## src/source/wb_soc_pkg.sv

```systemverilog
`default_nettype none

package wb_soc_pkg;

    // bus widths
    localparam int WB_ADDR_W = 30;
    localparam int WB_DATA_W = 32;
    localparam int WB_SEL_W  = 4;

    typedef logic [WB_ADDR_W-1:0] wb_addr_t;
    typedef logic [WB_DATA_W-1:0] wb_data_t;
    typedef logic [WB_SEL_W-1:0]  wb_sel_t;

    // eight digits, segments a..g from bit 0, digit 0 lowest
    typedef logic [55:0] seg_digits_t;

    // address map, page is word address bits 29:21
    localparam logic [8:0]           PAGE_RAM       = 9'h000;
    localparam logic [8:0]           PAGE_STATUS    = 9'h001;
    localparam logic [WB_ADDR_W-1:0] SSEG_WORD_ADDR = 30'h0040_0000;

    localparam logic [WB_DATA_W-1:0] SOC_ID = 32'h2019_1028;

    // status block register offsets
    localparam logic [3:0] STATUS_ID      = 4'h0;
    localparam logic [3:0] STATUS_SCRATCH = 4'h1;
    localparam logic [3:0] STATUS_BUS_ERR = 4'h2;
    localparam logic [3:0] STATUS_POWER   = 4'h3;
    localparam logic [3:0] STATUS_IRQ     = 4'h4;

    typedef enum logic {
        OWNER_CPU = 1'b0,
        OWNER_DBG = 1'b1
    } arb_owner_t;

endpackage

`default_nettype wire
```

## src/source/wb_bus_if.sv

```systemverilog
`default_nettype none

interface wb_bus_if;
    import wb_soc_pkg::*;

    // master to slave
    logic     cyc;
    logic     stb;
    logic     we;
    wb_addr_t addr;
    wb_data_t data;
    wb_sel_t  sel;

    // slave to master
    logic     ack;
    logic     stall;
    logic     err;
    wb_data_t rdata;

    modport master (
        output cyc, stb, we, addr, data, sel,
        input  ack, stall, err, rdata
    );

    modport slave (
        input  cyc, stb, we, addr, data, sel,
        output ack, stall, err, rdata
    );

endinterface

`default_nettype wire

```

## src/source/wb_bus_decoder.sv

```systemverilog
`default_nettype none

module wb_bus_decoder (
    input  logic                i_clk,
    input  logic                i_rst,
    wb_bus_if.slave             m,
    wb_bus_if.master            ram_s,
    wb_bus_if.master            status_s,
    wb_bus_if.master            sseg_s,
    output wb_soc_pkg::wb_addr_t o_err_addr,
    output logic                o_err_stb
);
    import wb_soc_pkg::*;

    logic     ram_sel;
    logic     status_sel;
    logic     sseg_sel;
    logic     none_sel;
    logic     err_pend;
    wb_addr_t err_addr_q;
    logic     ack_q;
    logic     err_q;
    wb_data_t rdata_q;

    assign ram_sel    = (m.addr[29:21] == PAGE_RAM);
    assign status_sel = (m.addr[29:21] == PAGE_STATUS);
    assign sseg_sel   = (m.addr == SSEG_WORD_ADDR);
    assign none_sel   = !ram_sel && !status_sel && !sseg_sel;

    // request fan-out, only stb is qualified
    assign ram_s.cyc  = m.cyc;
    assign ram_s.stb  = m.stb & ram_sel;
    assign ram_s.we   = m.we;
    assign ram_s.addr = m.addr;
    assign ram_s.data = m.data;
    assign ram_s.sel  = m.sel;

    assign status_s.cyc  = m.cyc;
    assign status_s.stb  = m.stb & status_sel;
    assign status_s.we   = m.we;
    assign status_s.addr = m.addr;
    assign status_s.data = m.data;
    assign status_s.sel  = m.sel;

    assign sseg_s.cyc  = m.cyc;
    assign sseg_s.stb  = m.stb & sseg_sel;
    assign sseg_s.we   = m.we;
    assign sseg_s.addr = m.addr;
    assign sseg_s.data = m.data;
    assign sseg_s.sel  = m.sel;

    always_ff @(posedge i_clk) begin
        if (i_rst) begin
            ack_q    <= 1'b0;
            err_pend <= 1'b0;
            err_q    <= 1'b0;
        end else begin
            ack_q    <= ram_s.ack | status_s.ack | sseg_s.ack;
            err_pend <= m.stb & none_sel;
            err_q    <= err_pend;
        end
    end

    // read data mux, registered once more on the way back
    always_ff @(posedge i_clk) begin
        if (m.stb && none_sel) begin
            err_addr_q <= m.addr;
        end
        if (ram_s.ack) begin
            rdata_q <= ram_s.rdata;
        end else if (status_s.ack) begin
            rdata_q <= status_s.rdata;
        end else if (sseg_s.ack) begin
            rdata_q <= sseg_s.rdata;
        end else begin
            rdata_q <= '0;
        end
    end

    assign m.ack   = ack_q;
    assign m.err   = err_q;
    assign m.rdata = rdata_q;
    assign m.stall = 1'b0;

    // error address lines up with the first stage of the err pipe
    assign o_err_addr = err_addr_q;
    assign o_err_stb  = err_pend;

    a_sel_onehot: assert property (@(posedge i_clk) disable iff (i_rst)
        m.stb |-> $onehot0({ram_sel, status_sel, sseg_sel}));
    // every accepted request answered exactly two edges later
    a_resp_latency: assert property (@(posedge i_clk) disable iff (i_rst)
        (m.stb && !m.stall) |-> ##2 (m.ack ^ m.err));

endmodule

`default_nettype wire

```

## src/flat_wrapper.sv

```systemverilog
// flat-port wrapper written by rule: the top's interface ports become plain ports
module wb_bus_decoder_flat import wb_soc_pkg::*;
  (i_clk, i_rst, o_err_addr, o_err_stb, m_cyc, m_stb, m_we, m_addr, m_data, m_sel, m_ack, m_stall, m_err, m_rdata, ram_s_cyc, ram_s_stb, ram_s_we, ram_s_addr, ram_s_data, ram_s_sel, ram_s_ack, ram_s_stall, ram_s_err, ram_s_rdata, status_s_cyc, status_s_stb, status_s_we, status_s_addr, status_s_data, status_s_sel, status_s_ack, status_s_stall, status_s_err, status_s_rdata, sseg_s_cyc, sseg_s_stb, sseg_s_we, sseg_s_addr, sseg_s_data, sseg_s_sel, sseg_s_ack, sseg_s_stall, sseg_s_err, sseg_s_rdata);
  wb_bus_if m_i ();
  wb_bus_if ram_s_i ();
  wb_bus_if status_s_i ();
  wb_bus_if sseg_s_i ();
  input  logic i_clk;
  input  logic i_rst;
  output wb_soc_pkg::wb_addr_t o_err_addr;
  output logic o_err_stb;
  input wire logic [$bits(m_i.cyc)-1:0] m_cyc;
  input wire logic [$bits(m_i.stb)-1:0] m_stb;
  input wire logic [$bits(m_i.we)-1:0] m_we;
  input wire logic [$bits(m_i.addr)-1:0] m_addr;
  input wire logic [$bits(m_i.data)-1:0] m_data;
  input wire logic [$bits(m_i.sel)-1:0] m_sel;
  output wire logic [$bits(m_i.ack)-1:0] m_ack;
  output wire logic [$bits(m_i.stall)-1:0] m_stall;
  output wire logic [$bits(m_i.err)-1:0] m_err;
  output wire logic [$bits(m_i.rdata)-1:0] m_rdata;
  output wire logic [$bits(ram_s_i.cyc)-1:0] ram_s_cyc;
  output wire logic [$bits(ram_s_i.stb)-1:0] ram_s_stb;
  output wire logic [$bits(ram_s_i.we)-1:0] ram_s_we;
  output wire logic [$bits(ram_s_i.addr)-1:0] ram_s_addr;
  output wire logic [$bits(ram_s_i.data)-1:0] ram_s_data;
  output wire logic [$bits(ram_s_i.sel)-1:0] ram_s_sel;
  input wire logic [$bits(ram_s_i.ack)-1:0] ram_s_ack;
  input wire logic [$bits(ram_s_i.stall)-1:0] ram_s_stall;
  input wire logic [$bits(ram_s_i.err)-1:0] ram_s_err;
  input wire logic [$bits(ram_s_i.rdata)-1:0] ram_s_rdata;
  output wire logic [$bits(status_s_i.cyc)-1:0] status_s_cyc;
  output wire logic [$bits(status_s_i.stb)-1:0] status_s_stb;
  output wire logic [$bits(status_s_i.we)-1:0] status_s_we;
  output wire logic [$bits(status_s_i.addr)-1:0] status_s_addr;
  output wire logic [$bits(status_s_i.data)-1:0] status_s_data;
  output wire logic [$bits(status_s_i.sel)-1:0] status_s_sel;
  input wire logic [$bits(status_s_i.ack)-1:0] status_s_ack;
  input wire logic [$bits(status_s_i.stall)-1:0] status_s_stall;
  input wire logic [$bits(status_s_i.err)-1:0] status_s_err;
  input wire logic [$bits(status_s_i.rdata)-1:0] status_s_rdata;
  output wire logic [$bits(sseg_s_i.cyc)-1:0] sseg_s_cyc;
  output wire logic [$bits(sseg_s_i.stb)-1:0] sseg_s_stb;
  output wire logic [$bits(sseg_s_i.we)-1:0] sseg_s_we;
  output wire logic [$bits(sseg_s_i.addr)-1:0] sseg_s_addr;
  output wire logic [$bits(sseg_s_i.data)-1:0] sseg_s_data;
  output wire logic [$bits(sseg_s_i.sel)-1:0] sseg_s_sel;
  input wire logic [$bits(sseg_s_i.ack)-1:0] sseg_s_ack;
  input wire logic [$bits(sseg_s_i.stall)-1:0] sseg_s_stall;
  input wire logic [$bits(sseg_s_i.err)-1:0] sseg_s_err;
  input wire logic [$bits(sseg_s_i.rdata)-1:0] sseg_s_rdata;
  assign m_i.cyc = m_cyc;
  assign m_i.stb = m_stb;
  assign m_i.we = m_we;
  assign m_i.addr = m_addr;
  assign m_i.data = m_data;
  assign m_i.sel = m_sel;
  assign m_ack = m_i.ack;
  assign m_stall = m_i.stall;
  assign m_err = m_i.err;
  assign m_rdata = m_i.rdata;
  assign ram_s_cyc = ram_s_i.cyc;
  assign ram_s_stb = ram_s_i.stb;
  assign ram_s_we = ram_s_i.we;
  assign ram_s_addr = ram_s_i.addr;
  assign ram_s_data = ram_s_i.data;
  assign ram_s_sel = ram_s_i.sel;
  assign ram_s_i.ack = ram_s_ack;
  assign ram_s_i.stall = ram_s_stall;
  assign ram_s_i.err = ram_s_err;
  assign ram_s_i.rdata = ram_s_rdata;
  assign status_s_cyc = status_s_i.cyc;
  assign status_s_stb = status_s_i.stb;
  assign status_s_we = status_s_i.we;
  assign status_s_addr = status_s_i.addr;
  assign status_s_data = status_s_i.data;
  assign status_s_sel = status_s_i.sel;
  assign status_s_i.ack = status_s_ack;
  assign status_s_i.stall = status_s_stall;
  assign status_s_i.err = status_s_err;
  assign status_s_i.rdata = status_s_rdata;
  assign sseg_s_cyc = sseg_s_i.cyc;
  assign sseg_s_stb = sseg_s_i.stb;
  assign sseg_s_we = sseg_s_i.we;
  assign sseg_s_addr = sseg_s_i.addr;
  assign sseg_s_data = sseg_s_i.data;
  assign sseg_s_sel = sseg_s_i.sel;
  assign sseg_s_i.ack = sseg_s_ack;
  assign sseg_s_i.stall = sseg_s_stall;
  assign sseg_s_i.err = sseg_s_err;
  assign sseg_s_i.rdata = sseg_s_rdata;
  wb_bus_decoder u_core (.i_clk(i_clk), .i_rst(i_rst), .m(m_i), .ram_s(ram_s_i), .status_s(status_s_i), .sseg_s(sseg_s_i), .o_err_addr(o_err_addr), .o_err_stb(o_err_stb));
endmodule
```

## config.mk

```make
export PLATFORM = sky130hd
export DESIGN_NAME = wb_bus_decoder_flat
export DESIGN_NICKNAME = d
export VERILOG_FILES = /design/src/source/wb_soc_pkg.sv /design/src/source/wb_bus_if.sv /design/src/source/wb_bus_decoder.sv /design/src/flat_wrapper.sv
export SDC_FILE = /design/constraint.sdc
export NUM_CORES = 1
export LEC_CHECK = 0
export BUFFER_PORTS_ARGS = -buffer_cell sky130_fd_sc_hd__buf_2
export CORE_AREA = 4 4 171 173
export DETAILED_ROUTE_END_ITERATION = 12
export DIE_AREA = 0 0 175 177
export GPL_ROUTABILITY_DRIVEN = 0
export HOLD_SLACK_MARGIN = 0.12
export PLACE_DENSITY = 0.44
export SYNTH_ARGS = -nofsm -noshare
export SYNTH_HDL_FRONTEND = slang
export SYNTH_SLANG_ARGS = --single-unit
```

## constraint.sdc

```tcl
create_clock -name i_clk -period 2.8 [get_ports i_clk]
set_clock_uncertainty 0.15 [all_clocks]
set_input_delay 0.28 -clock i_clk [delete_from_list [all_inputs] [get_ports i_clk]]
set_output_delay 0.28 -clock i_clk [all_outputs]
set_load 0.02 [all_outputs]
```

* After elaboration in Yosys (flattened, before gate mapping)
Cells that the tools add are included.
** Storage, ports and cells
- Register bits :: 65
- Word-level logic and storage cells :: 23
** Operators by class
- Equality and inequality tests :: 2
- Mux-type cells :: 3
- Bitwise gates (word level) :: 6
- Reductions and logical operators :: 7
** Operators by type and width (count)
- 32-bit two-way mux :: 3
- 30-bit by 23-bit equality test with 1-bit output, second input constant :: 1
- 9-bit by 1-bit equality test with 1-bit output, second input constant :: 1
- 9-bit logical NOT :: 1
- 1-bit AND :: 4
- 1-bit logical AND :: 3
- 1-bit logical NOT :: 3
- 1-bit OR :: 2

* Longest topological paths before layout
Gate-level depths: netlist of the first run.
- Depth in word-level cells :: 5
- Depth in mapped cells :: 5

* Worst setup path before layout of the first run
Ideal clock, no wire load.
- Path type :: input to register
- Start :: input m_addr[22]
- End :: register u_core.err_addr_q[0] (netlist: u_core.o_err_addr[0]) (enable)
- Library setup time :: 0.427 ns
- Data arrival time :: 2.106 ns
- Required time :: 2.223 ns
- Path slack :: 0.117 ns
- Stages :: 3
- Buffers on the path :: 0
- Cell sequence :: nor4b_1 -> and4_1 -> a21oi_1
** Between the ends
- Word-level cells in the longest chain between the ends :: 5
** Ends and longest elaborated chain
- from (decl) :: RTL line flat_wrapper.sv:15 : input wire logic [$bits(m_i.addr)-1:0] m_addr;
- 9-bit by 1-bit equality test with 1-bit output / 9-bit logical NOT (equally long branches) :: RTL line wb_bus_decoder.sv:26, wb_bus_decoder.sv:25
- 1-bit logical NOT :: RTL line wb_bus_decoder.sv:28 : assign none_sel = !ram_sel && !status_sel && !sseg_sel;
- 1-bit logical AND :: RTL line wb_bus_decoder.sv:28
- 1-bit logical AND (*) :: RTL line wb_bus_decoder.sv:28
- 1-bit logical AND (*) :: RTL line wb_bus_decoder.sv:66 : if (m.stb && none_sel) begin
- to (signal assigned) :: RTL line wb_bus_decoder.sv:67 : err_addr_q <= m.addr;
- to (decl) :: RTL line wb_bus_decoder.sv:20 : wb_addr_t err_addr_q;
Every way passes the cells marked *; elsewhere a longest branch is shown, timed or not.
A chain may end at the register's enable or synchronous reset.

* Worst setup path after layout of the first run
- Start :: input m_addr[4]
- End :: output sseg_s_stb
** Between the ends
- Word-level cells in the longest chain between the ends :: 2
** Ends and longest elaborated chain
- 30-bit by 23-bit equality test with 1-bit output :: RTL line wb_bus_decoder.sv:27 : assign sseg_sel = (m.addr == SSEG_WORD_ADDR);
- 1-bit AND :: RTL line wb_bus_decoder.sv:46 : assign sseg_s.stb = m.stb & sseg_sel;
- to (decl) :: RTL line flat_wrapper.sv:43 : output wire logic [$bits(sseg_s_i.stb)-1:0] sseg_s_stb;
No other way between the ends.

==> results.sh, run 1 <==
export IMPL_status="complete, no violations"
export IMPL_cpMostUsedCell="buf_2"
export IMPL_die_x_um=175
export IMPL_required_ps=2370
export IMPL_crit_arrival_ps=2270
export IMPL_crit_reg2reg_launch="u_core.o_err_stb"
export IMPL_die_area_sq_um=31000
export IMPL_grt_pass1_vias=3350
export IMPL_syn_num_nets=579
export IMPL_drt_total_wl_mm=16.7
export IMPL_grt_ovfl_total=0
export IMPL_synth_seq_cells=65
export IMPL_port_buffers=289
export IMPL_clk_path_buf_depth=2
export IMPL_max_cap_viol_count=0
export IMPL_ys_seq_area_share_pct=41.2
export IMPL_vias=3250
export IMPL_drt_pass1_iter_count=4
export IMPL_critPathLaunch="m_addr[4]"
export IMPL_track_usage_pct=10.2
export IMPL_netlist_area_sq_um=3880
export IMPL_final_cells=965
export IMPL_via_per_inst=3.37
export IMPL_root_buffer="clkbuf_16"
export IMPL_netlist_instances=403
export IMPL_mostFrequentLayoutCells="buf_2, dlygate4sd3_1, dfxtp_1"
export IMPL_power_density_nw_per_um2=567
export IMPL_fin_crit_sh_pct=96.4
export IMPL_irDropWorstVdd_v=0.000288
export IMPL_slew_headroom_pct=33.4
export IMPL_r2r_end="u_core.m.err"
export IMPL_reg2regPathDepth=1
export IMPL_drc=0
export IMPL_crit_path_max_fanout=5
export IMPL_final_common_cell="buf_2"
export IMPL_worst_slew_pin_slew_ps=997
export IMPL_wire_per_inst_um=17.3
export IMPL_hpwl_mm=12.9
export IMPL_pwr_share_comb_pct=22.2
export IMPL_cts_tree="built"
export IMPL_end_kind="primary output"
export IMPL_clock_sinks=65
export IMPL_initial_core_util_pct=14.1
export IMPL_hold_path_class="primary input to flop"
export IMPL_fin_tns_setup_ps=0
export IMPL_dp_cells=855
export IMPL_r2r_slack_ps=2120
export IMPL_setup_viol=0
export IMPL_drt_initial_drc_count=76
export IMPL_drtAntennaViolNets=0
export IMPL_area_growth_pct=43.1
export IMPL_p_leak_nw=2.59
export IMPL_maxSlewViolCount=0
export IMPL_cts_resized=0
export IMPL_crit_type="primary input to primary output"
export IMPL_grt_pass1_wl_mm=22.7
export IMPL_cts_buffers_inserted=9
export IMPL_seqPwrFrac_pct=34.6
export IMPL_rows=61
export IMPL_switching_share_pct=27.9
export IMPL_synth_distinct_cells=25
export IMPL_htree_levels=3
export IMPL_clk_pin_slew_worst_paths_ps=70
export IMPL_critPathBufInv=3
export IMPL_power_net_switching_mw=0.881
export IMPL_avgSynthCellArea_sq_um=9.64
export IMPL_worstPathCellList="dlygate4sd3_1 > buf_2 > or4_1 > nor4_4 > and3_1 > buf_2"
export IMPL_yosys_warnings=0
export IMPL_antenna_found_initial=1
export IMPL_min_period_ps=2700
export IMPL_core_sq_um=27600
export IMPL_cp_slowest_cell="or4_1"
export IMPL_finalHoldViolations=0
export IMPL_slowest_delay_ps=580
export IMPL_clk_latency_ps=320
export IMPL_ios=449
export IMPL_rsz0062_at_grt="false"
export IMPL_endpoint="sseg_s_stb"
export IMPL_die_h_um=177
export IMPL_fin_nets=757
export IMPL_cp_top_family="simple AND/OR/NAND/NOR gates"
export IMPL_grt_max_degree=52
export IMPL_power_frac_clock_pct=43.2
export IMPL_start_kind="primary input"
export IMPL_max_freq_mhz=370
export IMPL_p_int_mw=2.27
export IMPL_drive_gt1_share_pct=53.6
export IMPL_crit_cells=6
==> layer usage <==
metal / track usage, % / share of wire [%] / up-vias
li1: - / - / 1512
met1: 10.2 / 36 / 1445
met2: 18.6 / 51 / 267
met3: 4.72 / 11 / 26
met4: 3.76 / 1.9 / 0
met5: 0 / 0 / -
==> sequential cells by signal, indices dropped and copies added (netlist names) <==
signal,flops
u_core.m.rdata,32
u_core.o_err_addr,30
u_core.m.ack,1
u_core.m.err,1
u_core.o_err_stb,1
==> Yosys cell counts, drive strengths merged <==
| cell type | number | share of area [%] |
|---|---|---|
| clkbuf | 14 | 1.4 |
| and3b | 1 | 0.23 |
| nor4b | 1 | 0.23 |
| dfxtp | 35 | 18 |
| a22oi | 31 | 6.0 |
| nor3 | 2 | 0.26 |
| and3 | 1 | 0.16 |
| a211oi | 1 | 0.19 |
| nor4bb | 1 | 0.26 |
| or3 | 1 | 0.16 |
| and4b | 1 | 0.26 |
| nor2 | 2 | 0.19 |
| edfxtp | 30 | 23 |
| buf | 205 | 40 |
| a21oi | 2 | 0.26 |
| nand2 | 32 | 3.1 |
| o31ai | 1 | 0.19 |
| and4 | 1 | 0.23 |
| conb | 1 | 0.097 |
| o21ai | 32 | 4.1 |
| nor2b | 2 | 0.32 |
| nor4 | 3 | 0.87 |
| or4 | 3 | 0.68 |
==> per-stage QoR <==
step                      worst slack (ps)  area, sq um  hold WS, ps  util [%]  power, mW
after floorplan                        117         3880          202         -       1.72
after global placement                 584         4270          315      15.5       1.70
after detailed placement               560         4270          314      15.5       1.70
after CTS                             46.8         5550          145      20.1       3.23
after global routing                  29.1         5560          161      20.1       3.32
final                                  101         5560          140      20.1       3.15
==> kinds of logic (layout without fill, tap and decap cells) <==
group	after synthesis	count (layout)	share of synthesized area (%)
other cells	1	2	0.0966
buf+inv	219	402	41.0
flops	65	65	41.2
simple gates	51	51	6.93
compound gates	67	67	10.8
==> power groups by stage <==
stage / clock network, mW / registers [mW] / logic [mW]
floorplan: 0 / 1.22 / 0.506
global placement: 0 / 1.11 / 0.593
detailed placement: 0 / 1.11 / 0.593
CTS: 1.43 / 1.09 / 0.710
global route: 1.46 / 1.10 / 0.751
finish: 1.36 / 1.09 / 0.700
==> worst min path at each step <==
stage / from / to / slack [ps] / depth (start not counted)
global placement: u_core.o_err_stb / u_core.m.err / 310 / 1
finish: sseg_s_rdata[4] / u_core.m.rdata[4] / 140 / 3
global route: sseg_s_rdata[4] / u_core.m.rdata[4] / 160 / 3
floorplan: i_rst / u_core.m.err / 200 / 1
CTS: m_stb / u_core.o_err_stb / 150 / 3
detailed placement: u_core.o_err_stb / u_core.m.err / 310 / 1
==> cell type report <==
class                           instances  area, sq um
Fill cell                            3089        22100
Timing Repair Buffer                  386         2420
Sequential cell                        65         1600
Multi-Input combinational cell        119          709
Tap cell                              378          473
Clock buffer                           10          239
Clock inverter                          6          115
Antenna cell                            1         2.50
==> tightest hold or removal path, cell delays in order <==
cell and delay [ps]:
buf_2 90, a22oi_1 50, o21ai_0 170
==> timing repair <==
item                                   in CTS  in global routing
hold buffers                               92                  0
endpoints found under the hold margin      64                  0
setup buffers                               0                  1
setup endpoints to repair                   0                  1
No activity file was read; power rests on OpenSTA's default activity.
==> inputs of run 2 (changes only) <==
--- a/config.mk
+++ b/config.mk
@@ -10,6 +10,7 @@
 export DETAILED_ROUTE_END_ITERATION = 12
 export DIE_AREA = 0 0 175 177
 export GPL_ROUTABILITY_DRIVEN = 0
+export GPL_TIMING_DRIVEN = 0
 export HOLD_SLACK_MARGIN = 0.12
 export PLACE_DENSITY = 0.44
 export SYNTH_ARGS = -nofsm -noshare
==> constraint.sdc (replaced) <==
create_clock -name i_clk -period 2.8 [get_ports i_clk]
set_clock_uncertainty 0.15 [all_clocks]
set_input_delay 0.28 -clock i_clk [delete_from_list [all_inputs] [get_ports i_clk]]
set_output_delay 0.28 -clock i_clk [all_outputs]
set_load 0.005 [all_outputs]
==> run 2 against run 1 <==
Effect of this change: combinational power is 21% higher; sequential share of layout area is 7.8 points lower; total power is 1.9% higher; core utilization is 7.5 points higher; wire length is 15% higher; critical path depth stayed put; sequential power hardly changed; fmax is 0.13% higher; setup slack better by 3.4 ps.
==> results.sh, run 2 (synthesis gave the netlist of run 1 again) <==
export IMPL_crit_arrival_ps=2270
export IMPL_power_density_nw_per_um2=421
export IMPL_drt_initial_drc_count=105
export IMPL_drt_total_wl_mm=19.2
export IMPL_design_area_sq_um=7630
export IMPL_final_cells=1289
export IMPL_core_sq_um=27600
export IMPL_port_buffers=401
export IMPL_drc=0
export IMPL_final_util_pct=27.6
export IMPL_hpwl_mm=15.5
export IMPL_min_period_ps=2700
export IMPL_drtAntennaViolNets=0
export IMPL_dpl_cell_area_sq_um=6400
export IMPL_worst_slew_pin_slew_ps=804
export IMPL_ios=449
export IMPL_cts_resized=0
export IMPL_htree_levels=3
export IMPL_area_growth_pct=96.5
export IMPL_drive_gt1_share_pct=68.7
export IMPL_final_common_cell="buf_2"
export IMPL_setup_viol=0
export IMPL_irDropWorstVdd_v=0.000263
export IMPL_antennaDiodeCount=0
export IMPL_fin_nets=1082
export IMPL_initial_core_util_pct=14.1
export IMPL_clock_sinks=65
export IMPL_clk_path_buf_depth=2
export IMPL_p_leak_nw=3.99
export IMPL_finalHoldViolations=0
export IMPL_mostFrequentLayoutCells="buf_2, buf_4, dlygate4sd3_1"
export IMPL_holdBufCountCts=90
export IMPL_grt_max_degree=17
export IMPL_status="complete, no violations"
export IMPL_clk_latency_ps=330
export IMPL_p_total_mw=3.21
export IMPL_end_kind="primary output"
export IMPL_slew_headroom_pct=46.4
export IMPL_grt_pass1_vias=4703
export IMPL_maxSlewViolCount=0
export IMPL_largest_register_ffs=32
export IMPL_max_freq_mhz=371
export IMPL_dp_cells=1183
export IMPL_max_cap_viol_count=0
export IMPL_wire_per_inst_um=14.9
export IMPL_track_usage_pct=11.8
export IMPL_die_h_um=177
export IMPL_required_ps=2370
export IMPL_rsz0062_at_grt="false"
export IMPL_cts_tree="built"
export IMPL_antenna_found_initial=1
export IMPL_post_cts_buffers=0
export IMPL_die_x_um=175
export IMPL_via_per_inst=3.41
export IMPL_vias=4397
export IMPL_crit_type="primary input to primary output"
export IMPL_grt_pass1_wl_mm=27.9
export IMPL_fin_crit_sh_pct=96.3
export IMPL_die_area_sq_um=31000
export IMPL_clk_pin_slew_worst_paths_ps=60
export IMPL_hold_path_class="primary input to flop"
export IMPL_start_kind="primary input"
export IMPL_cts_buffers_inserted=9
export IMPL_crit_path_max_fanout=5
export IMPL_root_buffer="clkbuf_16"
export IMPL_drt_pass1_iter_count=4
export IMPL_grt_ovfl_total=0
export IMPL_rows=61
-- run 2: changes by cell type in the layout (fill, tap and decap cells not counted), sizes merged --
cell         before  now
clkbuf           10   24
buf             294  607
diode             1    0
dlygate4sd3      92   90
bufinv            3    2
inv               0    1
-- run 2: area by class of cell --
class | instances | area [sq um]
well taps | 378 | 473
clock inverters | 6 | 90.1
fillers | 3028 | 20000
flip-flops and latches | 65 | 1600
multi-input cells | 119 | 702
clock buffers | 10 | 239
plain buffers | 219 | 1590
repair buffers | 492 | 2940
-- run 2: worst paths after layout --
check / from / endpoint / slack, ps / cells past startpoint
worst max-delay path: m_addr[26] / sseg_s_stb / 100 / 6
worst min-delay path: sseg_s_rdata[0] / u_core.m.rdata[0] / 140 / 3
worst max register to register: u_core.o_err_stb / u_core.m.err / 2130 / 1
worst min register to register: u_core.o_err_stb / u_core.m.err / 310 / 1
-- run 2: layer usage --
| metal | up-vias | wire length, um | track usage (%) |
|---|---|---|---|
| met5 | - | 13 | 0 |
| met4 | 2 | 172 | 2.75 |
| met2 | 267 | 9760 | 21.6 |
| met1 | 1956 | 7510 | 13.3 |
| met3 | 12 | 1720 | 3.87 |
| li1 | 2160 | - | - |
-- run 2: power by group --
part | internal [mW] | leakage, nW | total, mW | switching [mW]
Sequential | 1.07 | 0.588 | 1.09 | 0.0161
Combinational | 0.523 | 3.25 | 0.844 | 0.322
Clock | 0.808 | 0.159 | 1.28 | 0.469
-- run 2: worst max-delay path: stages --
cell           delay (ps)
dlygate4sd3_1         530
buf_2                 160
or4_4                 580
nor4_4                390
and3_1                200
buf_2                 110
-- run 2: stage by stage --
step | hold slack [ps] | setup TNS, ps | setup WS (ps)
floorplan | 202 | 0 | 117
global placement | 306 | -27510 | -918
detailed placement | 313 | 0 | 433
CTS | 125 | 0 | 99.6
global route | 144 | 0 | 15.1
finish | 140 | 0 | 104
